<file path="src/verilog/h80_pkg.sv">
`default_nettype none

package h80_pkg;

   typedef logic [15:0] word_t;      // register and bus data
   typedef logic [15:0] addr_t;      // byte address
   typedef logic [15:0] instr_t;     // one instruction word
   typedef logic [3:0]  reg_num_t;   // general register number
   typedef logic [1:0]  flag_num_t;  // index into the flag register
   typedef logic [3:0]  flags_t;     // zero, carry, sign, overflow
   typedef logic [3:0]  opcode_t;    // top nibble of an instruction
   typedef logic [2:0]  bus_cmd_t;   // ttt field of a bus instruction
   typedef logic [2:0]  alu_op_t;

   localparam flag_num_t flag_zero     = 2'd0;
   localparam flag_num_t flag_carry    = 2'd1;
   localparam flag_num_t flag_sign     = 2'd2;
   localparam flag_num_t flag_overflow = 2'd3;

   localparam alu_op_t alu_add  = 3'd0;
   localparam alu_op_t alu_sub  = 3'd1;
   localparam alu_op_t alu_and  = 3'd2;
   localparam alu_op_t alu_or   = 3'd3;
   localparam alu_op_t alu_xor  = 3'd4;
   localparam alu_op_t alu_cp   = 3'd5;
   localparam alu_op_t alu_pass = 3'd6;  // forwards the immediate

   // top nibble of the instruction word
   localparam opcode_t op_misc     = 4'h0;  // nop, halt, jumps
   localparam opcode_t op_imm_zext = 4'h1;  // dddd nnnnnnnn, zero extended
   localparam opcode_t op_imm_sext = 4'h2;  // dddd nnnnnnnn, sign extended
   localparam opcode_t op_bus      = 4'h3;  // tttn aaaa bbbb
   localparam opcode_t op_add      = 4'h8;
   localparam opcode_t op_sub      = 4'h9;
   localparam opcode_t op_and      = 4'hc;
   localparam opcode_t op_or       = 4'hd;
   localparam opcode_t op_xor      = 4'he;
   localparam opcode_t op_cp       = 4'hf;

   localparam instr_t ins_halt = 16'h0001;

   localparam logic [7:0] jp_reg_code  = 8'b0001_1110;  // ins[11:4] of JP R
   localparam logic [4:0] jp_cond_code = 5'b0011_0;     // ins[11:7] of JP/JPN f,(R)

   localparam bus_cmd_t bus_read_w  = 3'b010;
   localparam bus_cmd_t bus_write_w = 3'b011;

   localparam addr_t instr_step = 16'd2;  // one instruction word

   typedef enum logic [1:0] {
      s_fetch,
      s_execute,
      s_mem,
      s_halt
   } seq_state_t;

endpackage

`default_nettype wire

</file>
<file path="src/verilog/h80_alu.sv">
`timescale 1ns/1ns
`default_nettype none

module h80_alu (
   input  wire                    clk,
   input  wire                    reset,
   input  wire                    exec_en,
   input  wire                    flag_we,
   input  wire h80_pkg::alu_op_t  alu_op,
   input  wire h80_pkg::word_t    ra_data,
   input  wire h80_pkg::word_t    rb_data,
   input  wire h80_pkg::word_t    imm,
   input  wire                    use_imm,
   output h80_pkg::word_t         result,
   output h80_pkg::flags_t        flags
);

   import h80_pkg::*;

   localparam int sb = $bits(word_t) - 1;  // sign bit

   word_t              b_op;
   logic [$bits(word_t):0] a_ext, b_ext, res;  // extra bit is the carry
   logic               ov_add, ov_sub;
   flags_t             next_flags;

   assign b_op  = use_imm ? imm : rb_data;
   assign a_ext = {1'b0, ra_data};
   assign b_ext = {1'b0, b_op};

   always_comb begin
      case (alu_op)
         alu_add:         res = a_ext + b_ext;
         alu_sub, alu_cp: res = a_ext - b_ext;  // borrow in the top bit
         alu_and:         res = a_ext & b_ext;
         alu_or:          res = a_ext | b_ext;
         alu_xor:         res = a_ext ^ b_ext;
         default:         res = b_ext;
      endcase
   end

   assign result = res[sb:0];

   assign ov_add = (a_ext[sb] == b_ext[sb]) && (a_ext[sb] != res[sb]);
   assign ov_sub = (a_ext[sb] != b_ext[sb]) && (a_ext[sb] != res[sb]);

   always_comb begin
      next_flags             = flags;
      next_flags[flag_sign]  = res[sb];
      next_flags[flag_zero]  = (res[sb:0] == '0);
      if (alu_op == alu_add || alu_op == alu_sub || alu_op == alu_cp) begin
         next_flags[flag_carry]    = res[sb+1];
         next_flags[flag_overflow] = (alu_op == alu_add) ? ov_add : ov_sub;
      end else begin
         next_flags[flag_carry]    = 1'b0;
         next_flags[flag_overflow] = ~^res[sb:0];  // even parity
      end
   end

   always_ff @(posedge clk) begin
      if (reset) begin
         flags <= '0;
      end else if (exec_en && flag_we) begin
         flags <= next_flags;
      end
   end

endmodule

`default_nettype wire

</file>
<file path="src/verilog/h80_core.sv">
`timescale 1ns/1ns
`default_nettype none

module h80_core #(
   parameter h80_pkg::addr_t reset_addr = '0
) (
   input  wire             clk,
   input  wire             reset,
   output wire             wb_cyc,
   output wire             wb_stb,
   output wire             wb_we,
   output h80_pkg::addr_t  wb_adr,
   output h80_pkg::word_t  wb_dat_w,
   input  wire h80_pkg::word_t wb_dat_r,
   input  wire             wb_ack,
   output wire             halted
);

   import h80_pkg::*;

   instr_t    ins;
   reg_num_t  ra, rb, rd;
   word_t     imm;
   logic      use_imm;
   alu_op_t   alu_op;
   logic      reg_we, flag_we, mem_rd, mem_wr;
   logic      jump, jump_cond, cond_true, halt;
   flag_num_t cond_flag;
   word_t     ra_data, rb_data;
   word_t     result;
   flags_t    flags;
   logic      exec_en;
   logic      wr_en;
   reg_num_t  wr_num;
   word_t     wr_data;

   h80_sequencer #(
      .reset_addr (reset_addr)
   ) h80_sequencer_inst (
      .clk, .reset, .wb_dat_r, .wb_ack, .ra_data, .rb_data, .result, .flags,
      .reg_we, .mem_rd, .mem_wr, .jump, .jump_cond, .cond_flag, .cond_true,
      .halt, .ra, .rd, .ins, .exec_en, .wr_en, .wr_num, .wr_data,
      .wb_cyc, .wb_stb, .wb_we, .wb_adr, .wb_dat_w, .halted
   );

   h80_decode h80_decode_inst (
      .ins, .ra, .rb, .rd, .imm, .use_imm, .alu_op, .reg_we, .flag_we,
      .mem_rd, .mem_wr, .jump, .jump_cond, .cond_flag, .cond_true, .halt
   );

   h80_alu h80_alu_inst (
      .clk, .reset, .exec_en, .flag_we, .alu_op, .ra_data, .rb_data,
      .imm, .use_imm, .result, .flags
   );

   h80_regfile h80_regfile_inst (
      .clk, .reset, .ra, .rb, .wr_en, .wr_num, .wr_data, .ra_data, .rb_data
   );

endmodule

`default_nettype wire

</file>
<file path="src/verilog/h80_decode.sv">
`timescale 1ns/1ns
`default_nettype none

module h80_decode (
   input  wire h80_pkg::instr_t    ins,
   output h80_pkg::reg_num_t       ra,
   output h80_pkg::reg_num_t       rb,
   output h80_pkg::reg_num_t       rd,
   output h80_pkg::word_t          imm,
   output logic                    use_imm,
   output h80_pkg::alu_op_t        alu_op,
   output logic                    reg_we,
   output logic                    flag_we,
   output logic                    mem_rd,
   output logic                    mem_wr,
   output logic                    jump,
   output logic                    jump_cond,
   output h80_pkg::flag_num_t      cond_flag,
   output logic                    cond_true,
   output logic                    halt
);

   import h80_pkg::*;

   // fixed field positions across the whole map
   assign rd = ins[11:8];
   assign ra = ins[7:4];
   assign rb = ins[3:0];

   assign imm = (ins[15:12] == op_imm_sext) ? {{8{ins[7]}}, ins[7:0]}
                                            : {8'h00, ins[7:0]};

   assign cond_flag = ins[5:4];  // ff
   assign cond_true = ins[6];    // c, JP when set and JPN when clear

   always_comb begin
      use_imm   = 1'b0;
      alu_op    = alu_pass;
      reg_we    = 1'b0;
      flag_we   = 1'b0;
      mem_rd    = 1'b0;
      mem_wr    = 1'b0;
      jump      = 1'b0;
      jump_cond = 1'b0;
      halt      = 1'b0;

      case (ins[15:12])
         op_add: begin
            alu_op  = alu_add;
            reg_we  = 1'b1;
            flag_we = 1'b1;
         end
         op_sub: begin
            alu_op  = alu_sub;
            reg_we  = 1'b1;
            flag_we = 1'b1;
         end
         op_and: begin
            alu_op  = alu_and;
            reg_we  = 1'b1;
            flag_we = 1'b1;
         end
         op_or: begin
            alu_op  = alu_or;
            reg_we  = 1'b1;
            flag_we = 1'b1;
         end
         op_xor: begin
            alu_op  = alu_xor;
            reg_we  = 1'b1;
            flag_we = 1'b1;
         end
         op_cp: begin
            alu_op  = alu_cp;  // flags only
            flag_we = 1'b1;
         end
         op_imm_zext, op_imm_sext: begin
            use_imm = 1'b1;
            reg_we  = 1'b1;
         end
         op_bus: begin
            if (!ins[8]) begin  // memory bus only
               mem_rd = (ins[11:9] == bus_read_w);
               mem_wr = (ins[11:9] == bus_write_w);
            end
         end
         op_misc: begin
            if (ins == ins_halt) begin
               halt = 1'b1;
            end else if (ins[11:4] == jp_reg_code) begin
               jump = 1'b1;
            end else if (ins[11:7] == jp_cond_code) begin
               jump      = 1'b1;
               jump_cond = 1'b1;
            end
         end
         default: begin
            // mul, div and unused codes act as nop
         end
      endcase
   end

endmodule

`default_nettype wire

</file>
<file path="src/verilog/h80_regfile.sv">
`timescale 1ns/1ns
`default_nettype none

module h80_regfile (
   input  wire                     clk,
   input  wire                     reset,
   input  wire h80_pkg::reg_num_t  ra,
   input  wire h80_pkg::reg_num_t  rb,
   input  wire                     wr_en,
   input  wire h80_pkg::reg_num_t  wr_num,
   input  wire h80_pkg::word_t     wr_data,
   output h80_pkg::word_t          ra_data,
   output h80_pkg::word_t          rb_data
);

   import h80_pkg::*;

   localparam int num_regs = 2 ** $bits(reg_num_t);

   word_t regs [num_regs];

   // two asynchronous read ports
   assign ra_data = regs[ra];
   assign rb_data = regs[rb];

   always_ff @(posedge clk) begin
      if (reset) begin
         for (int i = 0; i < num_regs; i++) begin
            regs[i] <= '0;
         end
      end else if (wr_en) begin
         regs[wr_num] <= wr_data;  // alu result or load data
      end
   end

endmodule

`default_nettype wire

</file>
<file path="src/verilog/h80_sequencer.sv">
`timescale 1ns/1ns
`default_nettype none

module h80_sequencer #(
   parameter h80_pkg::addr_t reset_addr = '0
) (
   input  wire                   clk,
   input  wire                   reset,
   input  wire h80_pkg::word_t   wb_dat_r,
   input  wire                   wb_ack,
   input  wire h80_pkg::word_t   ra_data,
   input  wire h80_pkg::word_t   rb_data,
   input  wire h80_pkg::word_t   result,
   input  wire h80_pkg::flags_t  flags,
   input  wire                   reg_we,
   input  wire                   mem_rd,
   input  wire                   mem_wr,
   input  wire                   jump,
   input  wire                   jump_cond,
   input  wire h80_pkg::flag_num_t cond_flag,
   input  wire                   cond_true,
   input  wire                   halt,
   input  wire h80_pkg::reg_num_t ra,
   input  wire h80_pkg::reg_num_t rd,
   output h80_pkg::instr_t       ins,
   output logic                  exec_en,
   output logic                  wr_en,
   output h80_pkg::reg_num_t     wr_num,
   output h80_pkg::word_t        wr_data,
   output logic                  wb_cyc,
   output logic                  wb_stb,
   output logic                  wb_we,
   output h80_pkg::addr_t        wb_adr,
   output h80_pkg::word_t        wb_dat_w,
   output logic                  halted
);

   import h80_pkg::*;

   seq_state_t state;
   addr_t      pc;
   logic       taken;
   logic       mem_op;

   assign mem_op = mem_rd | mem_wr;
   assign taken  = jump & (~jump_cond | (flags[cond_flag] == cond_true));

   assign exec_en = (state == s_execute);
   assign halted  = (state == s_halt);

   // load data lands in ra at the end of the bus cycle
   assign wr_en   = (exec_en & reg_we) | ((state == s_mem) & mem_rd & wb_ack);
   assign wr_num  = (state == s_mem) ? ra : rd;
   assign wr_data = (state == s_mem) ? wb_dat_r : result;

   always_ff @(posedge clk) begin
      if (reset) begin
         state  <= s_fetch;
         pc     <= reset_addr;
         wb_cyc <= 1'b0;
         wb_stb <= 1'b0;
         wb_we  <= 1'b0;
      end else begin
         case (state)
            s_fetch: begin
               if (!wb_cyc) begin
                  wb_cyc <= 1'b1;  // instruction read
                  wb_stb <= 1'b1;
                  wb_we  <= 1'b0;
               end else if (wb_ack) begin
                  wb_cyc <= 1'b0;
                  wb_stb <= 1'b0;
                  state  <= s_execute;
               end
            end
            s_execute: begin
               pc <= taken ? addr_t'(rb_data) : pc + instr_step;
               if (halt) begin
                  state <= s_halt;
               end else if (mem_op) begin
                  wb_cyc <= 1'b1;  // data cycle starts at once
                  wb_stb <= 1'b1;
                  wb_we  <= mem_wr;
                  state  <= s_mem;
               end else begin
                  state <= s_fetch;
               end
            end
            s_mem: begin
               if (wb_ack) begin
                  wb_cyc <= 1'b0;
                  wb_stb <= 1'b0;
                  wb_we  <= 1'b0;
                  state  <= s_fetch;
               end
            end
            default: begin
               // s_halt, left only by reset
            end
         endcase
      end
   end

   // instruction register and bus payload
   always_ff @(posedge clk) begin
      if (state == s_fetch && !wb_cyc) begin
         wb_adr <= pc;
      end
      if (state == s_fetch && wb_cyc && wb_ack) begin
         ins <= wb_dat_r;  // sampled in the ack cycle
      end
      if (state == s_execute && mem_op && !halt) begin
         wb_adr   <= addr_t'(rb_data);  // register-held address
         wb_dat_w <= ra_data;
      end
   end

endmodule

`default_nettype wire
</file>
<file path="config.mk">
export PLATFORM = sky130hd
export DESIGN_NAME = h80_core
export DESIGN_NICKNAME = d
export VERILOG_FILES = /design/src/verilog/h80_pkg.sv /design/src/verilog/h80_alu.sv /design/src/verilog/h80_core.sv /design/src/verilog/h80_decode.sv /design/src/verilog/h80_regfile.sv /design/src/verilog/h80_sequencer.sv
export SDC_FILE = /design/constraint.sdc
export NUM_CORES = 1
export LEC_CHECK = 0
export BUFFER_PORTS_ARGS = -buffer_cell sky130_fd_sc_hd__clkbuf_2
export CELL_PAD_IN_SITES_DETAIL_PLACEMENT = 1
export CELL_PAD_IN_SITES_GLOBAL_PLACEMENT = 1
export CORE_MARGIN = 10
export CORE_UTILIZATION = 40
export DETAILED_ROUTE_END_ITERATION = 8
export PLACE_DENSITY_LB_ADDON = 0.15
export SYNTH_ARGS = -nofsm -noshare
export SYNTH_HDL_FRONTEND = slang
export SYNTH_HIERARCHICAL = 1
export SYNTH_SLANG_ARGS = --single-unit
</file>
<file path="constraint.sdc">
create_clock -name clk -period 5.43 [get_ports clk]
set_input_delay 1.086 -clock clk [delete_from_list [all_inputs] [get_ports clk]]
set_output_delay 1.086 -clock clk [all_outputs]
set_load 0.05 [all_outputs]
</file>
-- Word level (Yosys, flattened, before mapping)
Memory sizes are Yosys's and may differ from the RTL's. A register that Yosys moved wholly into a read port is not among the register bits.
Cells that the tools add are included.
- flip-flop bits (word level): 73
- memory bits (writable): 256
- input bits: 19
- output and inout bits: 36
- word-level logic and storage cells: 144
- memories: 1
- memory list (memory ; words ; width ; read ports ; clocked after memory_dff ; wr ports ; RTL line ; RTL):
    h80_regfile_inst.regs ; 16 ; 16 ; 2 ; 2 ; 16 ; h80_regfile.sv:20 ; word_t regs [num_regs];
- add/subtract/negate cells: 3
- $lt $le $gt $ge: 1
- eq/ne operators: 32
- muxes and demuxes: 59
- bitwise logic cells: 11
- reduce and logical (&&, ||, !) cells: 28
- operators by type and width (operator ; count):
    16-bit two-way mux ; 7
    17-bit one-hot mux with 5 select lines ; 1
    1-bit two-way mux ; 36
    4-bit equality test (second input constant) ; 6
    3-bit one-hot mux with 6 select lines ; 1
    16-bit by 16-bit adder with 17-bit output ; 1
    16-bit by 16-bit subtractor with 17-bit output ; 1
    16-bit by 2-bit adder with 16-bit output (second input constant) ; 1
    16-bit AND ; 1
    16-bit by 1-bit equality test with 1-bit output (second input constant) ; 1
    16-bit zero test ; 1
    4-bit two-way mux ; 4
    16-bit bitwise OR ; 1
    16-bit OR reduction ; 1
    16-bit XNOR reduction ; 1
    16-bit XOR ; 1
    3-bit by 2-bit equality test with 1-bit output (second input constant) ; 4
    2-bit two-way mux ; 5
    2-bit != test (second input constant) ; 5
    1-bit one-hot mux with 3 select lines ; 3
    4-bit by 2-bit equality test with 1-bit output (second input constant) ; 2
    8-bit by 5-bit equality test with 1-bit output (second input constant) ; 1
    1-bit logical AND ; 8
    4-bit AND reduction ; 2
    other kinds (27) ; 39

-- Longest topological paths before layout
- depth after elaboration: 11
- depth in mapped cells: 27
- mapped depth without buffers: 24

-- Modules after synthesis
The synthesis kept the hierarchy.
- by module, submodules not included (module ; times used ; cells each ; area an instance (µm²) ; seq. area each (µm²)):
    h80_regfile ; 1 ; 859 ; 13414.1 ; 7687.4
    h80_sequencer ; 1 ; 272 ; 3289.4 ; 1861.8
    h80_alu ; 1 ; 422 ; 3024.2 ; 80.1
    h80_decode ; 1 ; 62 ; 415.4 ; 0.0

-- Worst setup path after synthesis
OpenSTA, ideal clock, no wires.
- kind: reg-to-reg
- from: register h80_sequencer_inst.ins[0]
- to: register h80_alu_inst.flags[3]
- setup time: 129 ps
- arrival time: 5394 ps
- required time: 5301 ps
- slack: -93 ps
- stages on the path, launching flop included: 27
- path buffers: 3
- period minus slack after synthesis: 5523 ps
- cells stage by stage: edfxtp_1 -> buf_4 -> buf_2 -> buf_2 -> mux4_2 -> a22oi_1 -> nand2_1 -> mux2i_1 -> ha_1 -> o211ai_2 -> o31ai_1 -> xnor2_1 -> ha_1 -> and2_1 -> and3_1 -> o211ai_1 -> o21ai_1 -> or3_4 -> and2_4 -> or2_2 -> ha_1 -> xor2_1 -> xnor2_1 -> xnor2_1 -> nor3_1 -> a21oi_1 -> o211ai_1
- cells in the longest elaborated chain, start to end: 8
- elaborated cells on any way between the ends: 14
- classes of those cells: 2 x add/sub; 1 x eq/ne; 5 x mux; 3 x bitwise; 3 x reduce/logical
- ends and longest elaborated chain (item ; RTL line ; RTL):
    start: declaration ; h80_sequencer.sv:25 ; output h80_pkg::instr_t ins,
    start signal: assignment ; h80_sequencer.sv:110 ; ins <= wb_dat_r;
    16-bit two-way mux * ; h80_decode.sv:30 ; assign imm = (ins[15:12] == op_imm_sext) ? {{8{ins[7]}}, ins[7:0]}
    16-bit two-way mux * ; h80_alu.sv:27 ; assign b_op = use_imm ? imm : rb_data;
    16-bit by 16-bit subtractor with 17-bit output / 16-bit by 16-bit adder with 17-bit output (equally long branches) ; h80_alu.sv:34, h80_alu.sv:33 ;
    17-bit one-hot mux with 5 select lines * ; h80_alu.sv:32 ; case (alu_op)
    1-bit != test ; h80_alu.sv:44, h80_alu.sv:45 ;
    1-bit logical AND (on tied branches) ; h80_alu.sv:45, h80_alu.sv:44 ;
    1-bit two-way mux ; h80_alu.sv:53 ; next_flags[flag_overflow] = (alu_op == alu_add) ? ov_add : ov_sub;
    1-bit two-way mux * ; h80_alu.sv:51 ; if (alu_op == alu_add || alu_op == alu_sub || alu_op == alu_cp) begin
    end signal: assignment ; h80_alu.sv:64 ; flags <= next_flags;
    end: declaration ; h80_alu.sv:15 ; output h80_pkg::flags_t flags
Every way passes the cells marked *; elsewhere a longest branch is shown, timed or not.
A chain may end at the register's enable or synchronous reset.

-- Worst setup path after layout
Same ends and word-level chain as after synthesis.

==> summary.md <==
| Metric | Value |
|---|---|
| Final setup violating endpoints | `1` |
| Core Region | `50000 um^2` |
| Routed vias/inst | `5.82` |
| Grt ovf | `0` |
| DRT iter0 DRCs | `1000` |
| Static Leak | `0.00924 uW` |
| Number of optimization iterations in the first detailed-route pass | `5` |
| Number of global-route vias before repair | `15200` |
| Arrival time worst endpoint | `5.95 ns` |
| Crit share post-route | `102%` |
| Internal Pwr Total | `5690 uW` |
| Synthesized area per cell | `12.5 um^2` |
| Clock share of power | `31.8%` |
| Maximum level of the CTS H-tree | `2` |
| Sw Share | `33.5%` |
| DR WL met3 | `4380 um` |
| Number of hold-repair buffers added at the cts stage | `0` |
| Switching power total | `2870 uW` |
| Net count after synthesis | `1699` |
| Relative contribution of combinational cells to total power | `33.1%` |
| Type of element capturing the critical path | `register` |
| Number of synthesized register bits | `329` |
| Number of buffers added by the clock tree synthesis step | `40` |
| Number of synthesized flops with an enable pin | `304` |
| Routed WL | `68900 um` |
| Reported max-cap violation count | `0` |
| CTS tree | `done` |
| Count of inserted antenna diode cells | `0` |
| Area of the mapped netlist | `20100 um^2` |
| R2r startpoint | `h80_sequencer_inst/ins[0]` |
| Final max-slew violation count | `0` |
| Vertical extent of the die | `244 um` |
| Highest attainable clock frequency | `181 MHz` |
| Nature of the critical path startpoint | `register` |
| Data required, critical path | `5.85 ns` |
| Share of final-layout standard cells stronger than drive strength 1 | `32.9%` |
| Pwr Density | `357 nW/um^2` |
| Main flop type after synthesis | `sky130_fd_sc_hd__edfxtp_1` |
| Maximum number of pins on one net before global-route repair | `49` |
| Number of antenna violations at the first check in global routing | `1` |
| Wire length on met2 | `33800 um` |
| Run status | `finished with violations` |
| Hold path start | `h80_sequencer_inst/pc[0]` |
| Number of design rule violations left after detail routing | `0` |
| Clock sink total | `329` |
| Worst clock skew | `0.0195 ns` |
| Synth-to-layout area growth | `19.1%` |
| Hold violation total from the final report | `0` |
| Worst slew margin relative to its limit | `40.2%` |
| Setup slack of the critical path after layout | `-0.0998 ns` |
| Die Footprint | `59700 um^2` |
| Violated checks | `setup timing` |
| Clock root buffer master | `sky130_fd_sc_hd__clkbuf_16` |
| Final Power | `8560 uW` |
| Type of the setup path with the least slack | `reg -> reg` |
| Number of vias in the routed layout | `14400` |
| Unique cell type count in the Yosys netlist | `87` |
| Register share of total power | `35.1%` |
| Count of synthesis-stage warnings from yosys | `6` |
| Count of pins on the block boundary | `55` |
| Post-layout nets | `1857` |
| Finished Layout Cells | `2475` |
| Std-Cell Rows | `82` |
| First-pass GRT wire length | `100000 um` |
| Peak supply drop | `0.256 mV` |
| Detailed-route wire length on metal 1 | `28000 um` |
| Port Buf Inserts | `54` |
| Final total negative setup slack | `-0.0998 ns` |
| Starting utilization of the core area | `40.3%` |
| Post-layout minimum cycle time | `5.53 ns` |
| Half-perimeter wire length after detailed placement | `48300 um` |
| Antenna Nets Post-Route | `0` |
| Seq/Total Area, Yosys | `47.8%` |
| Post-synthesis async set-or-reset flop share | `0%` |
| Total routing usage reported by global routing | `22.5%` |
| Synthesized instance count | `1615` |
| Maximum clock path buffer count | `3` |
| Crit path from | `h80_sequencer_inst/ins[0]` |
| Clock Latency Late Sink | `0.57 ns` |
| DP Cell Count | `2374` |
| Type of the most critical hold path | `reg -> reg` |
| GPL Wtd Cong | `0.894` |
| Routed length per instance | `27.9 um` |
| Die span in x | `244 um` |
| Highest net fanout along the worst path | `6` |
| Worst-Margin Slew | `0.898 ns` |
| RSZ-0062 raised after global routing | `true` |
| Clock transition at the register clock pins on the worst setup and hold paths after CTS | `0.06 ns` |
| Uppermost signal routing layer after detailed routing | `met4` |
==> synth_stat cells (17+ instances only) <==
cell type | number | area share, %
sky130_fd_sc_hd__mux4_2 | 129 | 14
sky130_fd_sc_hd__edfxtp_1 | 304 | 45
sky130_fd_sc_hd__clkbuf_1 | 74 | 1.4
sky130_fd_sc_hd__and2_1 | 251 | 7.8
sky130_fd_sc_hd__a31oi_1 | 18 | 0.56
sky130_fd_sc_hd__inv_1 | 54 | 1.0
sky130_fd_sc_hd__mux2i_1 | 18 | 0.89
sky130_fd_sc_hd__a21oi_1 | 47 | 1.2
sky130_fd_sc_hd__mux2_2 | 34 | 1.9
sky130_fd_sc_hd__dfxtp_1 | 25 | 2.5
sky130_fd_sc_hd__a22oi_1 | 72 | 2.7
sky130_fd_sc_hd__buf_2 | 21 | 0.52
sky130_fd_sc_hd__or2_2 | 17 | 0.53
sky130_fd_sc_hd__o21ai_0 | 42 | 1.0
sky130_fd_sc_hd__xnor2_1 | 28 | 1.2
sky130_fd_sc_hd__buf_4 | 31 | 1.2
sky130_fd_sc_hd__nor2_1 | 60 | 1.1
sky130_fd_sc_hd__nand2_1 | 89 | 1.7
sky130_fd_sc_hd__ha_1 | 64 | 4.0
==> logic make-up (layout without fill, tap and decap cells) <==
kind of cell | count (synthesis) | after routing | synth area share (%)
simple gates | 550 | 550 | 15.9
flops | 329 | 329 | 47.8
compound gates | 260 | 260 | 8.88
buf+inv | 195 | 383 | 4.55
mux | 183 | 183 | 17.4
fa+ha+maj | 65 | 65 | 4.07
xor+xnor | 33 | 33 | 1.43
==> metal layers <==
layer	vias to the layer above	global-route usage, %
li1	6369	-
met1	7483	28.2
met2	435	37.9
met3	111	3.92
met4	0	9.06
met5	-	0
==> worst paths after layout <==
check | slack, ns | to | cells past startpoint
worst min-delay path | 0.49 | h80_sequencer_inst/pc[0] | 2
worst max register to register | -0.1 | h80_alu_inst/flags[3] | 27
worst min register to register | 0.49 | h80_sequencer_inst/pc[0] | 2
worst max-delay path | -0.1 | h80_alu_inst/flags[3] | 27
==> critical path: stages, from the launching register on <==
cell,delay [ns]
sky130_fd_sc_hd__edfxtp_1,0.35
sky130_fd_sc_hd__buf_6,0.15
sky130_fd_sc_hd__buf_12,0.15
sky130_fd_sc_hd__buf_4,0.12
sky130_fd_sc_hd__mux4_2,0.50
sky130_fd_sc_hd__a22oi_2,0.26
sky130_fd_sc_hd__nand2_2,0.12
sky130_fd_sc_hd__buf_4,0.16
sky130_fd_sc_hd__o31ai_4,0.27
sky130_fd_sc_hd__nand3_4,0.12
sky130_fd_sc_hd__buf_6,0.14
sky130_fd_sc_hd__nor3_2,0.16
sky130_fd_sc_hd__nor2_1,0.06
sky130_fd_sc_hd__xnor2_1,0.17
sky130_fd_sc_hd__ha_1,0.37
sky130_fd_sc_hd__and3_4,0.22
sky130_fd_sc_hd__o211ai_1,0.11
sky130_fd_sc_hd__o21ai_2,0.11
sky130_fd_sc_hd__or3_4,0.38
sky130_fd_sc_hd__and2_4,0.15
sky130_fd_sc_hd__or2_2,0.28
sky130_fd_sc_hd__ha_1,0.28
sky130_fd_sc_hd__xor2_1,0.17
sky130_fd_sc_hd__xnor2_1,0.17
sky130_fd_sc_hd__xnor2_1,0.13
sky130_fd_sc_hd__nor3_1,0.06
sky130_fd_sc_hd__a21oi_1,0.13
sky130_fd_sc_hd__o211ai_1,0.09
==> per-stage QoR <==
step | instance area, um^2 | setup WS (ns) | util, % | hold WS, ns
2_1_floorplan | 20200 | 0.00401 | - | 0.450
3_3_place_gp | 22100 | -0.322 | 44.2 | 0.464
3_5_place_dp | 22100 | -0.383 | 44.2 | 0.480
4_1_cts | 23500 | -0.139 | 46.9 | 0.498
5_1_grt | 24000 | -0.415 | 48.0 | 0.525
6_report | 24000 | -0.0998 | 48.0 | 0.490
==> placed cells by master (no fill, tap or decap), types with 8 or more instances in the layout <==
cell type,synthesis,routed
sky130_fd_sc_hd__nor3_2,3,9
sky130_fd_sc_hd__mux2i_1,18,13
sky130_fd_sc_hd__buf_12,0,14
sky130_fd_sc_hd__nor2b_1,16,15
sky130_fd_sc_hd__a22oi_2,0,13
sky130_fd_sc_hd__mux2_2,34,32
sky130_fd_sc_hd__a22o_1,10,10
sky130_fd_sc_hd__and2_1,251,251
sky130_fd_sc_hd__ha_1,64,62
sky130_fd_sc_hd__xnor2_1,28,26
sky130_fd_sc_hd__buf_4,31,176
sky130_fd_sc_hd__nor3_1,15,8
sky130_fd_sc_hd__or2_2,17,17
sky130_fd_sc_hd__inv_1,54,52
sky130_fd_sc_hd__edfxtp_1,304,304
sky130_fd_sc_hd__nand3_1,16,15
sky130_fd_sc_hd__a31oi_1,18,17
sky130_fd_sc_hd__nand2b_1,16,16
sky130_fd_sc_hd__a22oi_1,72,59
sky130_fd_sc_hd__a21o_1,11,11
sky130_fd_sc_hd__clkbuf_16,0,46
sky130_fd_sc_hd__clkbuf_1,74,8
sky130_fd_sc_hd__nor2_1,60,59
sky130_fd_sc_hd__clkbuf_2,3,54
sky130_fd_sc_hd__o21ai_0,42,37
sky130_fd_sc_hd__nand2_1,89,82
sky130_fd_sc_hd__a21oi_1,47,44
sky130_fd_sc_hd__dfxtp_1,25,25
sky130_fd_sc_hd__and2_2,16,16
sky130_fd_sc_hd__mux4_2,129,129
==> what timing repair did <==
action | in CTS | in global routing
gates cloned | 0 | 5
endpoints found under the setup margin | 33 | 98
resized for setup | 16 | 53
pin swaps | 1 | 40
buffers inserted | 2 | 22
==> power groups by stage <==
stage               Sequential, uW  Clock (uW)  Combinational, uW
CTS                           3000        2780               2680
finish                        3000        2720               2830
global route                  3020        2870               3040
global placement              3050           0               2610
floorplan                     3170           0               1500
detailed placement            3060           0               2650
==> sequential cells by signal (all words and copies together) (netlist names) <==
register / cells
h80_sequencer_inst/pc: 16
h80_sequencer_inst/wb_we: 1
h80_sequencer_inst/ins: 16
h80_sequencer_inst/state: 2
h80_sequencer_inst/wb_adr: 16
h80_regfile_inst/regs: 256
h80_sequencer_inst/wb_cyc: 1
h80_alu_inst/flags: 4
h80_sequencer_inst/wb_stb: 1
h80_sequencer_inst/wb_dat_w: 16
==> final cells by class <==
type	count	area (um^2)
Clock buffer	51	1080
Clock inverter	21	239
Fill cell	5191	26000
Inverter	55	206
Multi-Input combinational cell	1091	9870
Sequential cell	329	9630
Tap cell	672	841
Timing Repair Buffer	256	2110
(Power assumes the default switching activity.)
